## src/logic/mem_wb_consts.svh

```systemverilog
`ifndef MEM_WB_CONSTS_SVH
`define MEM_WB_CONSTS_SVH

// Datapath widths
`define DATA_WIDTH       32  // Register file and memory word
`define DMEM_ADDR_WIDTH  11  // Byte address into data memory
`define REG_ADDR_WIDTH   5   // Register index x0..x31

// Data memory geometry
`define DMEM_WORDS       512 // 2 KiB of 32-bit words

// Store width codes from the decoder
`define ST_BYTE          2'd0 // sb
`define ST_HALF          2'd1 // sh
`define ST_WORD          2'd2 // sw

// Write-back source codes
`define RS_ALU           2'd0 // ALU or immediate result
`define RS_MEM           2'd1 // Loaded word
`define RS_PC4           2'd2 // Link address for jal/jalr

// Code 3 is unused for both store type and result source

`endif

```

## src/logic/mem_wb_pkg.sv

```systemverilog
`include "mem_wb_consts.svh"

package mem_wb_pkg;

  // Full register or memory word
  typedef logic [`DATA_WIDTH-1:0] data_t;

  // Byte address into data memory
  typedef logic [`DMEM_ADDR_WIDTH-1:0] dmem_addr_t;

  // Link address sized like the memory address
  typedef logic [`DMEM_ADDR_WIDTH-1:0] pc4_t;

  // Destination register index
  typedef logic [`REG_ADDR_WIDTH-1:0] reg_addr_t;

  // Store width, see ST_* codes
  typedef logic [1:0] store_type_t;

  // Write-back mux select, see RS_* codes
  typedef logic [1:0] result_src_t;

endpackage

```

## src/logic/dmem_if.sv

```systemverilog
`timescale 1ns/1ps

// Request and read-data path between the MEM stage and data memory
interface dmem_if import mem_wb_pkg::*; ();

  logic        req;       // Instruction accepted this cycle
  logic        we;        // Accepted instruction is a store
  dmem_addr_t  addr;      // Byte address
  data_t       wdata;     // Unshifted store data from rs2
  store_type_t storetype; // Byte, half or word
  data_t       rdata;     // Registered read word

  // MEM stage side
  modport requester (
    output req,
    output we,
    output addr,
    output wdata,
    output storetype,
    input  rdata
  );

  // Memory array side
  modport responder (
    input  req,
    input  we,
    input  addr,
    input  wdata,
    input  storetype,
    output rdata
  );

endinterface

```

## src/logic/memory_stage.sv

```systemverilog
`timescale 1ns/1ps
`include "mem_wb_consts.svh"

module memory_stage import mem_wb_pkg::*; (
  input  logic         i_clk,
  input  logic         i_rst_n,
  // From EX stage
  input  logic         i_valid_m,
  input  logic         i_regwrite_m,
  input  logic         i_memwrite_m,
  input  result_src_t  i_resultsrc_m,
  input  data_t        i_alu_result_m,
  input  data_t        i_write_data_m,
  input  store_type_t  i_storetype_m,
  input  reg_addr_t    i_rd_addr_m,
  input  pc4_t         i_pc4_m,
  output logic         o_ready_m,
  // To WB stage
  input  logic         i_ready_w,
  output logic         o_valid_w,
  output logic         o_regwrite_w,
  output result_src_t  o_resultsrc_w,
  output data_t        o_alu_result_w,
  output reg_addr_t    o_rd_addr_w,
  output pc4_t         o_pc4_w,
  // Data memory request
  dmem_if.requester    o_dmem
);

  logic valid_q; // MEM/WB register holds a result
  logic accept;  // Input handshake completes this edge

  // Free slot, or the held result leaves on this edge
  assign o_ready_m = !valid_q || i_ready_w;
  assign accept    = i_valid_m && o_ready_m;

  // Memory request straight from the incoming instruction
  assign o_dmem.req       = accept;
  assign o_dmem.we        = i_memwrite_m;
  assign o_dmem.addr      = i_alu_result_m[`DMEM_ADDR_WIDTH-1:0]; // Low ALU bits
  assign o_dmem.wdata     = i_write_data_m;
  assign o_dmem.storetype = i_storetype_m;

  // Valid bit and control fields
  always_ff @(posedge i_clk or negedge i_rst_n) begin
    if (!i_rst_n) begin
      valid_q       <= 1'b0;
      o_regwrite_w  <= 1'b0;
      o_resultsrc_w <= `RS_ALU;
    end else if (accept) begin
      valid_q       <= 1'b1; // New result replaces or fills the slot
      o_regwrite_w  <= i_regwrite_m;
      o_resultsrc_w <= i_resultsrc_m;
    end else if (i_ready_w) begin
      valid_q <= 1'b0; // Consumed with nothing behind it
    end
  end

  // Payload fields
  always_ff @(posedge i_clk) begin
    if (accept) begin
      o_alu_result_w <= i_alu_result_m;
      o_rd_addr_w    <= i_rd_addr_m;
      o_pc4_w        <= i_pc4_m;
    end
  end

  assign o_valid_w = valid_q;

  // Upstream holds its instruction while stalled
  a_stall_stable: assert property (@(posedge i_clk) disable iff (!i_rst_n)
    (i_valid_m && !o_ready_m) |=> (i_valid_m && $stable({i_regwrite_m, i_memwrite_m,
      i_resultsrc_m, i_alu_result_m, i_write_data_m, i_storetype_m, i_rd_addr_m, i_pc4_m})))
    else $error("memory_stage: input changed while stalled");

  // Half stores on even addresses only
  a_half_align: assert property (@(posedge i_clk) disable iff (!i_rst_n)
    (accept && i_memwrite_m && i_storetype_m == `ST_HALF) |-> !i_alu_result_m[0])
    else $error("memory_stage: misaligned half store");

  // Word stores on word boundaries only
  a_word_align: assert property (@(posedge i_clk) disable iff (!i_rst_n)
    (accept && i_memwrite_m && i_storetype_m == `ST_WORD) |-> (i_alu_result_m[1:0] == 2'b00))
    else $error("memory_stage: misaligned word store");

endmodule

```

## src/flat_wrapper.sv

```systemverilog
// flat-port wrapper written by rule: the top's interface ports become plain ports
module memory_stage_flat import mem_wb_pkg::*;
  (i_clk, i_rst_n, i_valid_m, i_regwrite_m, i_memwrite_m, i_resultsrc_m, i_alu_result_m, i_write_data_m, i_storetype_m, i_rd_addr_m, i_pc4_m, o_ready_m, i_ready_w, o_valid_w, o_regwrite_w, o_resultsrc_w, o_alu_result_w, o_rd_addr_w, o_pc4_w, o_dmem_req, o_dmem_we, o_dmem_addr, o_dmem_wdata, o_dmem_storetype, o_dmem_rdata);
  dmem_if o_dmem_i ();
  input  logic i_clk;
  input  logic i_rst_n;
  input  logic i_valid_m;
  input  logic i_regwrite_m;
  input  logic i_memwrite_m;
  input  result_src_t i_resultsrc_m;
  input  data_t i_alu_result_m;
  input  data_t i_write_data_m;
  input  store_type_t i_storetype_m;
  input  reg_addr_t i_rd_addr_m;
  input  pc4_t i_pc4_m;
  output logic o_ready_m;
  input  logic i_ready_w;
  output logic o_valid_w;
  output logic o_regwrite_w;
  output result_src_t o_resultsrc_w;
  output data_t o_alu_result_w;
  output reg_addr_t o_rd_addr_w;
  output pc4_t o_pc4_w;
  output wire logic [$bits(o_dmem_i.req)-1:0] o_dmem_req;
  output wire logic [$bits(o_dmem_i.we)-1:0] o_dmem_we;
  output wire logic [$bits(o_dmem_i.addr)-1:0] o_dmem_addr;
  output wire logic [$bits(o_dmem_i.wdata)-1:0] o_dmem_wdata;
  output wire logic [$bits(o_dmem_i.storetype)-1:0] o_dmem_storetype;
  input wire logic [$bits(o_dmem_i.rdata)-1:0] o_dmem_rdata;
  assign o_dmem_req = o_dmem_i.req;
  assign o_dmem_we = o_dmem_i.we;
  assign o_dmem_addr = o_dmem_i.addr;
  assign o_dmem_wdata = o_dmem_i.wdata;
  assign o_dmem_storetype = o_dmem_i.storetype;
  assign o_dmem_i.rdata = o_dmem_rdata;
  memory_stage u_core (.i_clk(i_clk), .i_rst_n(i_rst_n), .i_valid_m(i_valid_m), .i_regwrite_m(i_regwrite_m), .i_memwrite_m(i_memwrite_m), .i_resultsrc_m(i_resultsrc_m), .i_alu_result_m(i_alu_result_m), .i_write_data_m(i_write_data_m), .i_storetype_m(i_storetype_m), .i_rd_addr_m(i_rd_addr_m), .i_pc4_m(i_pc4_m), .o_ready_m(o_ready_m), .i_ready_w(i_ready_w), .o_valid_w(o_valid_w), .o_regwrite_w(o_regwrite_w), .o_resultsrc_w(o_resultsrc_w), .o_alu_result_w(o_alu_result_w), .o_rd_addr_w(o_rd_addr_w), .o_pc4_w(o_pc4_w), .o_dmem(o_dmem_i));
endmodule
```

## config.mk

```make
export PLATFORM = sky130hd
export DESIGN_NAME = memory_stage_flat
export DESIGN_NICKNAME = d
export VERILOG_FILES = /design/src/logic/mem_wb_pkg.sv /design/src/logic/dmem_if.sv /design/src/logic/memory_stage.sv /design/src/flat_wrapper.sv
export VERILOG_INCLUDE_DIRS = /design/src /design/src/logic
export SDC_FILE = /design/constraint.sdc
export NUM_CORES = 1
export LEC_CHECK = 0
export BUFFER_PORTS_ARGS = -buffer_cell sky130_fd_sc_hd__buf_4
export CAP_MARGIN = 20
export CORE_AREA = 4 4 85 87
export CTS_BUF_LIST = sky130_fd_sc_hd__clkbuf_4
export DETAILED_ROUTE_END_ITERATION = 8
export DIE_AREA = 0 0 89 91
export PLACE_DENSITY = 0.73
export SLEW_MARGIN = 25
export SYNTH_ARGS = -nofsm -noshare
export SYNTH_HDL_FRONTEND = slang
export SYNTH_SLANG_ARGS = --single-unit
```

## constraint.sdc

```tcl
create_clock -name i_clk -period 2.7 [get_ports i_clk]
set_clock_uncertainty 0.05 [all_clocks]
set_input_delay 0.405 -clock i_clk [delete_from_list [all_inputs] [get_ports i_clk]]
set_output_delay 0.405 -clock i_clk [all_outputs]
set_load 0.05 [all_outputs]
```

==> summary.md <==
| Metric | Value |
|---|---|
| P&R area growth vs syn | `37.57%` |
| Routability congestion estimate | `approximately 0.71` |
| Pwr dens | `633.7 mW/mm^2` |
| Post-layout min period | `1.960 ns` |
| Hold Crit Class | `in -> reg` |
| Post-CTS setup buffer count | `0` |
| DRC Markers | `0` |
| Largest net degree at the start of global routing | `37` |
| Synth Area per Inst | `about 19 sq um` |
| Min setup slack post-route | `0.7403 ns` |
| DIE HEIGHT | `91 microns` |
| Post-synth cell types | `8` |
| Hold endpoint | `u_core.o_alu_result_w[29]$_DFFE_PP_` |
| Iteration-0 DRC count of the detailed router | `30` |
| Clock Latency Late Sink | `0.36 ns` |
| Max cap viols | `0` |
| Setup TNS | `0 ns` |
| Iteration count of the initial detailed-routing pass | `2` |
| Hold buffer count at cts | `1` |
| RSZ-0062 raised after global routing | `no` |
| Arrival @ worst endpoint | `1.50 ns` |
| Detailed placer's ending HPWL | `around 3300 microns` |
| Fmax | `between 0.5 and 0.6 GHz` |
| Gr usage total | `9.551%` |
| Crit Path Category | `reg -> out` |
| Clk slew on worst S/H paths | `~0.16 ns` |
| CTS tree | `done` |
| Drt wl/cell | `15.86 microns` |
| Worst R2R Setup Slack | `1.20 ns` |
| Nets@finish | `309` |
| CP max FO | `14` |
| Area used by multi-input combinational logic | `77.57 sq um` |
| Reg2reg start | `u_core.o_valid_w$_DFFE_PN0P_` |
| Cells after DPL | `around 260` |
| Max Slew Vio Count | `0` |
| First-pass GRT wire length | `5782 microns` |
| Worst setup SP type | `flip-flop` |
| Tcrit/Tclk final | `72.58%` |
| Hold wc startpoint | `i_alu_result_m[29]` |
| # port buffers | `around 120` |
| Seq/Total Area, Yosys | `78.32%` |
| Status | `finished, final reports clean` |
| Io pins | `222` |
| Initial antenna violation count | `0` |
| Via count | `about 1,100` |
| Mapped Area | `0.001968 sq mm` |
| Ant diodes | `0` |
| GRT overflow | `0` |
| Crit Reg-Reg Endpoint | `u_core.o_alu_result_w[3]$_DFFE_PP_` |
| Post-route ant nets | `0` |
| Number of global-route vias before repair | `roughly 1,100` |
| Net Count, Synth | `227` |
| Sink Count | `52` |
| Worst reg-to-reg path cell count | `4` |
| Total die area | `0.008099 sq mm` |
| Peak VDD IR | `approximately 0.30 mV` |
| Most common cell after layout, fill and taps aside | `buf_4` |
| Fin cells | `~270` |
| Synthesized netlist cell count | `105` |
| CTS Buf Count | `5` |
| Post-CTS Resized | `0` |
| Worst slack at placement | `just under 1 ns` |
| Clk buf depth | `2` |
| Register Area | `between 0.0015 and 0.002 sq mm` |
| Placeable Area | `0.006350 sq mm` |
| Clock root cell | `clkbuf_4` |
| FF+latch count, synth | `52` |
| Crit end category | `output port` |
| Vias per cell | `4.091` |
| Final Hold Viols | `0` |
| Final setup violation count | `0` |
| # rows | `29` |
| Initial Utilization | `a little under a third` |
| Worst hold path stage count | `1` |
| Die Span X | `89 microns` |
| WL final | `between 4000 and 5000 microns` |
| Layout fillers | `585` |
| Yosys warnings | `0` |
| Most frequent cells in the layout | `buf_4, edfxtp_1, clkbuf_4` |
| H-tree depth | `2` |
| Share of cells above drive strength 1 | `71.28%` |
| Leakage | `1.172 nW` |
| Worst EP required | `roughly 2.3 ns` |
| Slew HR | `78.51%` |
| Worst-margin pin slew | `roughly 0.32 ns` |
## synthesized netlist by cell type, drive strengths merged
master / instances / share of area (%)
mux2: 3 / 2.3
or2b: 1 / 0.38
nand2b: 1 / 0.70
nand2: 1 / 0.57
inv: 1 / 0.19
edfxtp: 48 / 73
buf: 46 / 18
dfrtp: 4 / 5.1
## cell families after synthesis
group         count (synthesis)  share of synthesized area, %
buf+inv                      47                         17.74
mux                           3                         2.288
simple gates                  3                         1.653
flops                        52                         78.32
## metal layers
| metal | vias to the layer above | track usage (%) | routed length, microns |
|---|---|---|---|
| li1 | 486 | - | - |
| met1 | 492 | 9.411 | 1391 |
| met2 | 87 | 16.21 | 2078 |
| met3 | 19 | 4.525 | 608 |
| met4 | 0 | 5.211 | 124 |
| met5 | - | 0 | 0 |
## how the worst max path moves through the flow
stage | from | to | depth (start not counted)
6_report | u_core.o_valid_w$_DFFE_PN0P_ | o_dmem_req | 4
3_5_place_dp | i_ready_w | o_dmem_req | 5
5_1_grt | u_core.o_valid_w$_DFFE_PN0P_ | o_dmem_req | 4
4_1_cts | u_core.o_valid_w$_DFFE_PN0P_ | o_dmem_req | 4
2_1_floorplan | u_core.o_valid_w$_DFFE_PN0P_ | u_core.o_alu_result_w[0]$_DFFE_PP_ | 3
3_3_place_gp | i_ready_w | o_dmem_req | 5
## where the power goes
part	leakage, nW	internal (W)	total (W)	switching, W
clock	0.0333	0.000110	0.000368	0.000258
sequential	0.503	0.000936	0.000951	0.0000152
combinational	0.636	0.000136	0.000397	0.000261
total	1.17	0.00118	0.00172	0.000534
## per-stage QoR
step	power (W)	hold WS (ns)	instance area (sq um)	utilization (%)
global placement	0.001365	0.1582	2633	41.46
detailed placement	0.001371	0.1598	2633	41.46
finish	0.001716	0.1514	2708	42.64
CTS	0.001750	0.1230	2708	42.64
global route	0.001795	0.1016	2708	42.64
floorplan	0.001358	0.05941	1968	-
## area by class of cell
class | count | share of cell area, %
Clock buffer | 5 | 1.386
Inverter | 1 | 0.1386
Tap cell | 77 | 3.558
Multi-Input combinational cell | 6 | 2.865
Clock inverter | 3 | 1.017
Timing Repair Buffer | 121 | 34.10
Sequential cell | 52 | 56.93
## flip-flops by register name, summed over array words and instances (netlist names)
register,count
u_core.o_alu_result_w,32
u_core.o_pc4_w,11
u_core.o_rd_addr_w,5
u_core.o_resultsrc_w,2
u_core.o_regwrite_w,1
u_core.o_valid_w,1
## worst max-delay path, stage by stage (launching register included)
cell and delay, ns:
dfrtp_1 0.44, nand2b_4 0.10, nand2_4 0.08, inv_2 0.26, buf_4 0.27
Power figures use the tool's default switching activity.
