## config.mk

```make
export PLATFORM = sky130hd
export DESIGN_NAME = writeback_select
export DESIGN_NICKNAME = d
export VERILOG_FILES = /design/src/logic/mem_wb_pkg.sv /design/src/logic/writeback_select.sv
export VERILOG_INCLUDE_DIRS = /design/src /design/src/logic
export SDC_FILE = /design/constraint.sdc
export NUM_CORES = 1
export LEC_CHECK = 0
export BUFFER_PORTS_ARGS = -buffer_cell sky130_fd_sc_hd__buf_2
export CORE_MARGIN = 3
export CORE_UTILIZATION = 26
export DETAILED_ROUTE_END_ITERATION = 8
export GPL_TIMING_DRIVEN = 0
export PLACE_DENSITY_LB_ADDON = 0.05
export SETUP_SLACK_MARGIN = 0.1
export SLEW_MARGIN = 20
export SYNTH_ARGS = -nofsm -noshare
export SYNTH_HDL_FRONTEND = slang
export SYNTH_SLANG_ARGS = --single-unit
```

## constraint.sdc

```tcl
create_clock -name vclk -period 1.5
set_clock_uncertainty 0.2 [all_clocks]
set_input_delay 0.225 -clock vclk [all_inputs]
set_output_delay 0.225 -clock vclk [all_outputs]
set_load 0.01 [all_outputs]
```

## src/logic/mem_wb_consts.svh

```systemverilog
`ifndef MEM_WB_CONSTS_SVH
`define MEM_WB_CONSTS_SVH

// Datapath widths
`define DATA_WIDTH       32  // Register file and memory word
`define DMEM_ADDR_WIDTH  11  // Byte address into data memory
`define REG_ADDR_WIDTH   5   // Register index x0..x31

// Data memory geometry
`define DMEM_WORDS       512 // 2 KiB of 32-bit words

// Store width codes from the decoder
`define ST_BYTE          2'd0 // sb
`define ST_HALF          2'd1 // sh
`define ST_WORD          2'd2 // sw

// Write-back source codes
`define RS_ALU           2'd0 // ALU or immediate result
`define RS_MEM           2'd1 // Loaded word
`define RS_PC4           2'd2 // Link address for jal/jalr

// Code 3 is unused for both store type and result source

`endif

```

## src/logic/mem_wb_pkg.sv

```systemverilog
`include "mem_wb_consts.svh"

package mem_wb_pkg;

  // Full register or memory word
  typedef logic [`DATA_WIDTH-1:0] data_t;

  // Byte address into data memory
  typedef logic [`DMEM_ADDR_WIDTH-1:0] dmem_addr_t;

  // Link address sized like the memory address
  typedef logic [`DMEM_ADDR_WIDTH-1:0] pc4_t;

  // Destination register index
  typedef logic [`REG_ADDR_WIDTH-1:0] reg_addr_t;

  // Store width, see ST_* codes
  typedef logic [1:0] store_type_t;

  // Write-back mux select, see RS_* codes
  typedef logic [1:0] result_src_t;

endpackage

```

## src/logic/writeback_select.sv

```systemverilog
`timescale 1ns/1ps
`include "mem_wb_consts.svh"

module writeback_select import mem_wb_pkg::*; (
  input  logic        i_valid_w,
  input  logic        i_regwrite_w,
  input  result_src_t i_resultsrc_w,
  input  data_t       i_alu_result_w,
  input  data_t       i_read_data_w,
  input  pc4_t        i_pc4_w,
  input  reg_addr_t   i_rd_addr_w,
  // Toward the register file
  output data_t       o_result_w,
  output logic        o_regwrite_w,
  output reg_addr_t   o_rd_addr_w
);

  data_t pc4_ext; // Link address widened to a full word

  assign pc4_ext = {{(`DATA_WIDTH-`DMEM_ADDR_WIDTH){1'b0}}, i_pc4_w};

  // Result mux
  always_comb begin
    case (i_resultsrc_w)
      `RS_ALU: o_result_w = i_alu_result_w;
      `RS_MEM: o_result_w = i_read_data_w;  // Loaded word
      `RS_PC4: o_result_w = pc4_ext;        // jal/jalr link
      default: o_result_w = '0;
    endcase
  end

  // x0 stays zero, and a bubble writes nothing
  assign o_regwrite_w = i_valid_w && i_regwrite_w && (i_rd_addr_w != '0);
  assign o_rd_addr_w  = i_rd_addr_w;

  // Decoder never hands a live result the unused source code
  always_comb begin
    if (i_valid_w) begin
      a_src_legal: assert (i_resultsrc_w inside {`RS_ALU, `RS_MEM, `RS_PC4})
        else $error("writeback_select: illegal result source");
    end
  end

endmodule

```

==> results of run 1 <==
cell families (layout without fill, tap and decap cells):
logic type	after synthesis	in the layout	synth area share, %
muxes	32	32	51.82
buffers and inverters	14	137	16.19
and+or+nand+nor	23	23	14.78
AOI/OAI and AO/OA	12	12	17.21
worst max-delay path, cell delays in order:
cell     delay [ps]
buf_6            90
or3_1           360
o311a_1         290
buf_2           140
stage by stage:
step | TNS (ps) | hold WS (ps)
6_report | -19.46 | 514.7
4_1_cts | -24.80 | 515.3
3_3_place_gp | -31.58 | 531.3
5_1_grt | -35.49 | 526.6
3_5_place_dp | -35.39 | 532.7
2_1_floorplan | 0 | 341.8
cells in the mapped netlist:
cell type,n,area share (%)
nor2_1,21,13
o2bb2ai_1,11,16
or3_1,1,1.0
mux2i_1,32,52
nor2b_1,1,1.0
o311a_1,1,1.6
buf_6,1,1.8
clkbuf_1,1,0.61
buf_2,2,1.6
buf_4,10,12
where the power goes:
part           internal (mW)  total (mW)  switching [mW]  leakage, nW
Sequential                 0           0               0            0
Clock                      0           0               0            0
Combinational          0.228       0.399           0.171        0.860
Total                  0.228       0.399           0.171        0.860
repair_timing:
action	CTS	global route
hold buffers	0	0
endpoints found under the setup margin	13	23
pin swaps	1	0
cloned	2	0
gates resized for setup	10	10
buffers inserted	0	1
layout make-up:
| cell class | count | area, um^2 | share of cell area (%) |
|---|---|---|---|
| Multi-Input combinational cell | 67 | 531.8 | 39.10 |
| Timing Repair Buffer | 123 | 653.1 | 48.02 |
| Tap cell | 28 | 35.03 | 2.576 |
| Buffer | 14 | 140.1 | 10.30 |
layer usage:
layer / part of all wire (%) / global-route usage, %
met1: 33 / 17.15
met2: 54 / 31.89
met4: 0 / 0
met3: 13 / 1.362
met5: 0 / 0
worst max path at each step:
stage | from | to | cells past startpoint | slack [ps]
2_1_floorplan | i_rd_addr_w[1] | o_regwrite_w | 2 | 170
3_3_place_gp | i_rd_addr_w[1] | o_regwrite_w | 4 | -30
3_5_place_dp | i_rd_addr_w[1] | o_regwrite_w | 4 | -40
4_1_cts | i_rd_addr_w[1] | o_regwrite_w | 4 | -20
5_1_grt | i_rd_addr_w[1] | o_regwrite_w | 4 | -40
6_report | i_rd_addr_w[1] | o_regwrite_w | 4 | -20
==> flow_summary.json, run 1 <==
{
  "outcome": "finished with violations",
  "violations": "setup timing",
  "rsz0062_at_grt": "true",
  "p_leak_nw": 0.8595,
  "nets": 290,
  "drtIter0Drc": 6,
  "arrival_ps": 1090,
  "period_share_pct": 101.3,
  "layoutNonFillerInstCount": 232,
  "tightestPinTransition_ps": 201.3,
  "min_period_ps": 1519,
  "drc_errors": 0,
  "ir_drop_uv": 158.8,
  "num_vias": 1037,
  "syn_to_final_growth_pct": 120.0,
  "antenna_found_initial": 0,
  "ff_latch_area_um2": 0,
  "place_inst": 229,
  "nFillCells": 216,
  "post-place-ws_ps": -35.39,
  "critical_path_class": "in -> out",
  "slew_violations": 0,
  "nClkBuffers": 0,
  "min_path_type": "in -> out",
  "grt_pass1_wl_um": 3588,
  "wirelength_um": 2647,
  "io_buffers": 120,
  "synth_area_per_cell_um2": 7.631,
  "gp_congestion": 0.6601,
  "n_antenna_cell": 0,
  "avgRoutedWirePerCell_um": 11.41,
  "drive_above_1_share_pct": 68.63,
  "crit_path_start_kind": "primary input",
  "final_common_cell": "buf_2",
  "firstDrtPassIters": 2,
  "synth_nets": 165,
  "antenna_left": 0,
  "place_area_mm2": 0.001254,
  "vias_per_cell": 4.470,
  "netlist_instances": 81,
  "netlist_area_um2": 618.1,
  "grt_max_degree": 11,
  "slew_headroom_pct": 86.58,
  "utilization_pct": 60.90,
  "fmax_mhz": 658.1,
  "cp.required_ps": 1070,
  "start_util_pct": 27.68,
  "fp.dieH_um": 54.76,
  "die_w_um": 54.76,
  "finalInstanceArea_mm2": 0.001360,
  "cap_violations": 0,
  "yosysUniqueCellTypes": 10,
  "grt_pass1_vias": 905,
  "hold_viol_final": 0,
  "power_density_mw_per_mm2": 293.1,
  "dieArea_mm2": 0.002998,
  "io_pins": 122,
  "hold_depth": 3,
  "hold_path.startpoint": "i_rd_addr_w[1]",
  "core_mm2": 0.002233,
  "power_uw": 398.6,
  "yosysSeqAreaShare_pct": 0,
  "rows": 17,
  "layout_setup_ws_ps": -19.46,
  "layout_common_cells": "buf_2 (121), mux2i_1 (31), nor2_1 (20)",
  "path_max_fanout": 2,
  "seq_cells": 0,
  "grt-ovfl-total": 0,
  "setup_violations": 1,
  "crit_path_end_kind": "output port",
  "whs_endpoint": "o_rd_addr_w[1]",
  "yosysWarnings": 0,
  "grt_usage_pct": 15.32,
  "hpwl_um": 2298
}
(Power assumes the default switching activity.)
==> run 2: changes to the inputs <==
--- a/config.mk
+++ b/config.mk
@@ -7,6 +7,7 @@
 export NUM_CORES = 1
 export LEC_CHECK = 0
 export BUFFER_PORTS_ARGS = -buffer_cell sky130_fd_sc_hd__buf_2
+export CORE_ASPECT_RATIO = 0.6
 export CORE_MARGIN = 3
 export CORE_UTILIZATION = 26
 export DETAILED_ROUTE_END_ITERATION = 8
==> run 2 against run 1 <==
Effect of this change: the run still ends with setup timing left; first-iteration DRC count grew 120%; count of clock-buffer cells in the layout did not move; critical path depth is the same; die area up 0.64%; cell area grew 0.18%; core utilization is 5.8 points higher; sequential cell count unchanged; worst setup slack got worse by 13 ps; sequential share of layout area unchanged.
==> flow_summary.json, run 2 (synthesis results as in run 1) <==
{
  "core_mm2": 0.002042,
  "grt_pass1_vias": 1005,
  "layout_setup_ws_ps": -32.79,
  "path_max_fanout": 2,
  "whs_ps": 510.5,
  "io_pins": 122,
  "firstDrtPassIters": 3,
  "place_area_mm2": 0.001254,
  "io_buffers": 120,
  "final_common_cell": "buf_2",
  "vias_per_cell": 4.522,
  "wirelength_um": 2869,
  "arrival_ps": 1110,
  "multi_input_area_um2": 529.3,
  "crit_path_end_kind": "output port",
  "drive_above_1_share_pct": 68.14,
  "avgRoutedWirePerCell_um": 12.37,
  "outcome": "finished with violations",
  "critical_path_class": "in -> out",
  "fmax_mhz": 652.4,
  "ff_latch_area_um2": 0,
  "gp_congestion": 0.7695,
  "post-place-ws_ps": -43.45,
  "antenna_left": 0,
  "ctsHoldBuffers": 0,
  "finalInstanceArea_mm2": 0.001363,
  "crit_path_start_kind": "primary input",
  "hpwl_um": 2424,
  "grt_pass1_wl_um": 4057,
  "die_w_um": 68.95,
  "start_util_pct": 30.27,
  "n_antenna_cell": 0,
  "min_period_ps": 1533,
  "ir_drop_uv": 128.3,
  "setup_violations": 1,
  "grt_max_degree": 11,
  "drc_errors": 0,
  "violations": "setup timing",
  "slew_headroom_pct": 85.27,
  "nets": 290,
  "rows": 12,
  "period_share_pct": 102.2,
  "cp.required_ps": 1070,
  "seq_cells": 0,
  "min_path_type": "in -> out",
  "cap_violations": 0,
  "drtIter0Drc": 13,
  "p_leak_nw": 0.8621,
  "hold_viol_final": 0,
  "num_vias": 1049,
  "syn_to_final_growth_pct": 120.4,
  "layout_common_cells": "buf_2 (120), mux2i_1 (31), nor2_1 (21)",
  "power_density_mw_per_mm2": 294.6,
  "nClkBuffers": 0,
  "fin_setup_tns_ps": -32.79,
  "grt-ovfl-total": 0,
  "nFillCells": 173,
  "grt_usage_pct": 16.42,
  "antenna_found_initial": 0,
  "slew_violations": 0,
  "tightestPinTransition_ps": 220.9,
  "rsz0062_at_grt": "true",
  "fp.dieH_um": 43.77,
  "dieArea_mm2": 0.003017
}
==> run 2: layout make-up <==
type               instances  share of cell area [%]
plain buffers             14                   10.84
repair buffers           123                   47.75
well taps                 28                   2.571
multi-input cells         67                   38.84
==> run 2: metal layers <==
metal  track usage, %  part of all wire [%]
met3           0.7772                    10
met2            36.17                    52
met5                0                     0
met1            17.56                    38
met4                0                     0
==> run 2: path summary, 6_finish.rpt <==
kind	start	end	slack, ps	cells past startpoint
worst max-delay path	i_rd_addr_w[3]	o_regwrite_w	-30	4
worst min-delay path	i_rd_addr_w[3]	o_rd_addr_w[3]	510	3
==> run 2: power breakdown <==
part / leakage, nW / internal, mW / switching (mW)
combinational: 0.862 / 0.229 / 0.173
sequential: 0 / 0 / 0
clock: 0 / 0 / 0
total: 0.862 / 0.229 / 0.173
==> run 2: metrics by stage <==
stage / instances / power, mW / util, %
after floorplan: 81 / 0.1820 / -
after global placement: 229 / 0.3605 / 61.40
after detailed placement: 229 / 0.3689 / 61.40
after CTS: 230 / 0.3774 / 62.50
after global routing: 232 / 0.4386 / 66.73
final: 232 / 0.4014 / 66.73
==> run 2: timing repair <==
action | CTS | global route
cloned | 1 | 1
setup buffers | 0 | 1
pin swaps | 1 | 0
gates resized for setup | 6 | 15
endpoints found under the setup margin | 21 | 31
==> run 2: critical path, stage by stage <==
cell     delay, ps
buf_6           90
or3_1          370
o311a_1        280
buf_2          140
==> run 3: changes to the inputs <==
==> constraint.sdc (replaced) <==
create_clock -name vclk -period 1.5
set_clock_uncertainty 0.2 [all_clocks]
set_input_delay 0.225 -clock vclk [all_inputs]
set_output_delay 0.225 -clock vclk [all_outputs]
set_load 0.02 [all_outputs]
==> run 3 against run 2 <==
Effect of this change: die area unchanged; core utilization up 9.5 points; worst setup slack worse by 28 ps; largest power group unchanged; non-clock buffer count fell by 1; global-route usage rose by 0.64 points; routed wire length up 11%; first-iteration DRC count up 38%; sequential cell count stayed put; cell area up 14%; largest cell class unchanged; sequential share of layout area is the same; critical path depth did not move; the flow still finishes with violations (setup timing); worst hold slack gained 43 ps.
==> flow_summary.json, run 3 (synthesis results as in run 1) <==
{
  "outcome": "finished with violations",
  "violations": "setup timing",
  "crit_path_end_kind": "output port",
  "gp_congestion": 0.6837,
  "final_common_cell": "buf_2",
  "die_w_um": 68.95,
  "drive_above_1_share_pct": 79.31,
  "slew_headroom_pct": 79.63,
  "start_util_pct": 30.27,
  "p_leak_nw": 0.8893,
  "whs_endpoint": "o_result_w[4]",
  "core_mm2": 0.002042,
  "slew_violations": 0,
  "ir_drop_uv": 197.7,
  "min_period_ps": 1561,
  "fmax_mhz": 640.5,
  "grt-ovfl-total": 0,
  "rsz0062_at_grt": "true",
  "ctsHoldBuffers": 0,
  "power_uw": 541.7,
  "hpwl_um": 2454,
  "dieArea_mm2": 0.003017,
  "layout_setup_ws_ps": -61.23,
  "firstDrtPassIters": 4,
  "critical_path.startpoint": "i_rd_addr_w[1]",
  "path_max_fanout": 2,
  "hold_depth": 3,
  "cp.required_ps": 1070,
  "min_path_type": "in -> out",
  "seq_cells": 0,
  "avgRoutedWirePerCell_um": 13.84,
  "grt_max_degree": 11,
  "rows": 12,
  "grt_pass1_wl_um": 4084,
  "drtIter0Drc": 18,
  "io_buffers": 120,
  "antenna_found_initial": 0,
  "tightestPinTransition_ps": 305.6,
  "grt_usage_pct": 17.06,
  "fp.dieH_um": 43.77,
  "fin_setup_tns_ps": -61.23,
  "critical_path_class": "in -> out",
  "ff_latch_area_um2": 0,
  "hold_path.startpoint": "i_read_data_w[4]",
  "syn_to_final_growth_pct": 151.8,
  "nClkBuffers": 0,
  "period_share_pct": 104.1,
  "power_density_mw_per_mm2": 348.0,
  "drc_errors": 0,
  "io_pins": 122,
  "grt_pass1_vias": 990,
  "arrival_ps": 1140,
  "setup_violations": 1,
  "layout_common_cells": "buf_2 (97), mux2i_1 (26), buf_4 (20)",
  "hold_viol_final": 0,
  "num_vias": 1083,
  "crit_path_start_kind": "primary input",
  "n_antenna_cell": 0,
  "nets": 289,
  "wirelength_um": 3197,
  "vias_per_cell": 4.688,
  "antenna_left": 0,
  "cap_violations": 0
}
[run 3: cell count changes in the layout (fill, tap and decap cells not counted), sizes merged]
cell / previous run / this run
buf: 135 / 134
[run 3: worst max-delay path, stage by stage]
cell	delay, ps
buf_6	90
or3_4	360
o311a_1	310
buf_6	140
[run 3: what timing repair did]
action,4_1_cts,5_1_grt
endpoints found under the setup margin,31,27
gates resized for setup,28,42
pin swaps,1,0
buffers inserted,0,0
cloned,2,0
[run 3: per-stage QoR]
stage | utilization, % | area, um^2 | hold slack [ps] | std cells | worst slack (ps)
after floorplan | - | 654.4 | 362.6 | 81 | 89.24
after global placement | 63.17 | 1290 | 568.0 | 229 | -52.57
after detailed placement | 63.17 | 1290 | 572.1 | 229 | -63.21
after CTS | 68.81 | 1405 | 549.2 | 231 | -47.61
after global routing | 76.23 | 1556 | 574.2 | 231 | -76.55
final | 76.23 | 1556 | 553.2 | 231 | -61.23
[run 3: worst max-delay path by stage]
| stage | to | slack [ps] | cells after the start |
|---|---|---|---|
| 2_1_floorplan | o_result_w[7] | 90 | 4 |
| 3_3_place_gp | o_regwrite_w | -50 | 4 |
| 3_5_place_dp | o_regwrite_w | -60 | 4 |
| 4_1_cts | o_regwrite_w | -50 | 4 |
| 5_1_grt | o_regwrite_w | -80 | 4 |
| 6_report | o_regwrite_w | -60 | 4 |
[run 3: final cells by class]
cell class,count,area (um^2)
Timing Repair Buffer,122,730.7
Fill cell,150,485.5
Multi-Input combinational cell,67,641.9
Buffer,14,148.9
Tap cell,28,35.03
[run 3: routing by layer]
layer,global-route usage (%),wire [um],vias up
li1,-,-,537
met1,16.54,1081,482
met2,39.02,1806,62
met3,1.813,288,2
met4,0,21,0
met5,0,0,-
[run 3: power breakdown]
group / internal (mW) / total (mW) / switching, mW
clock network: 0 / 0 / 0
registers: 0 / 0 / 0
logic: 0.283 / 0.542 / 0.259
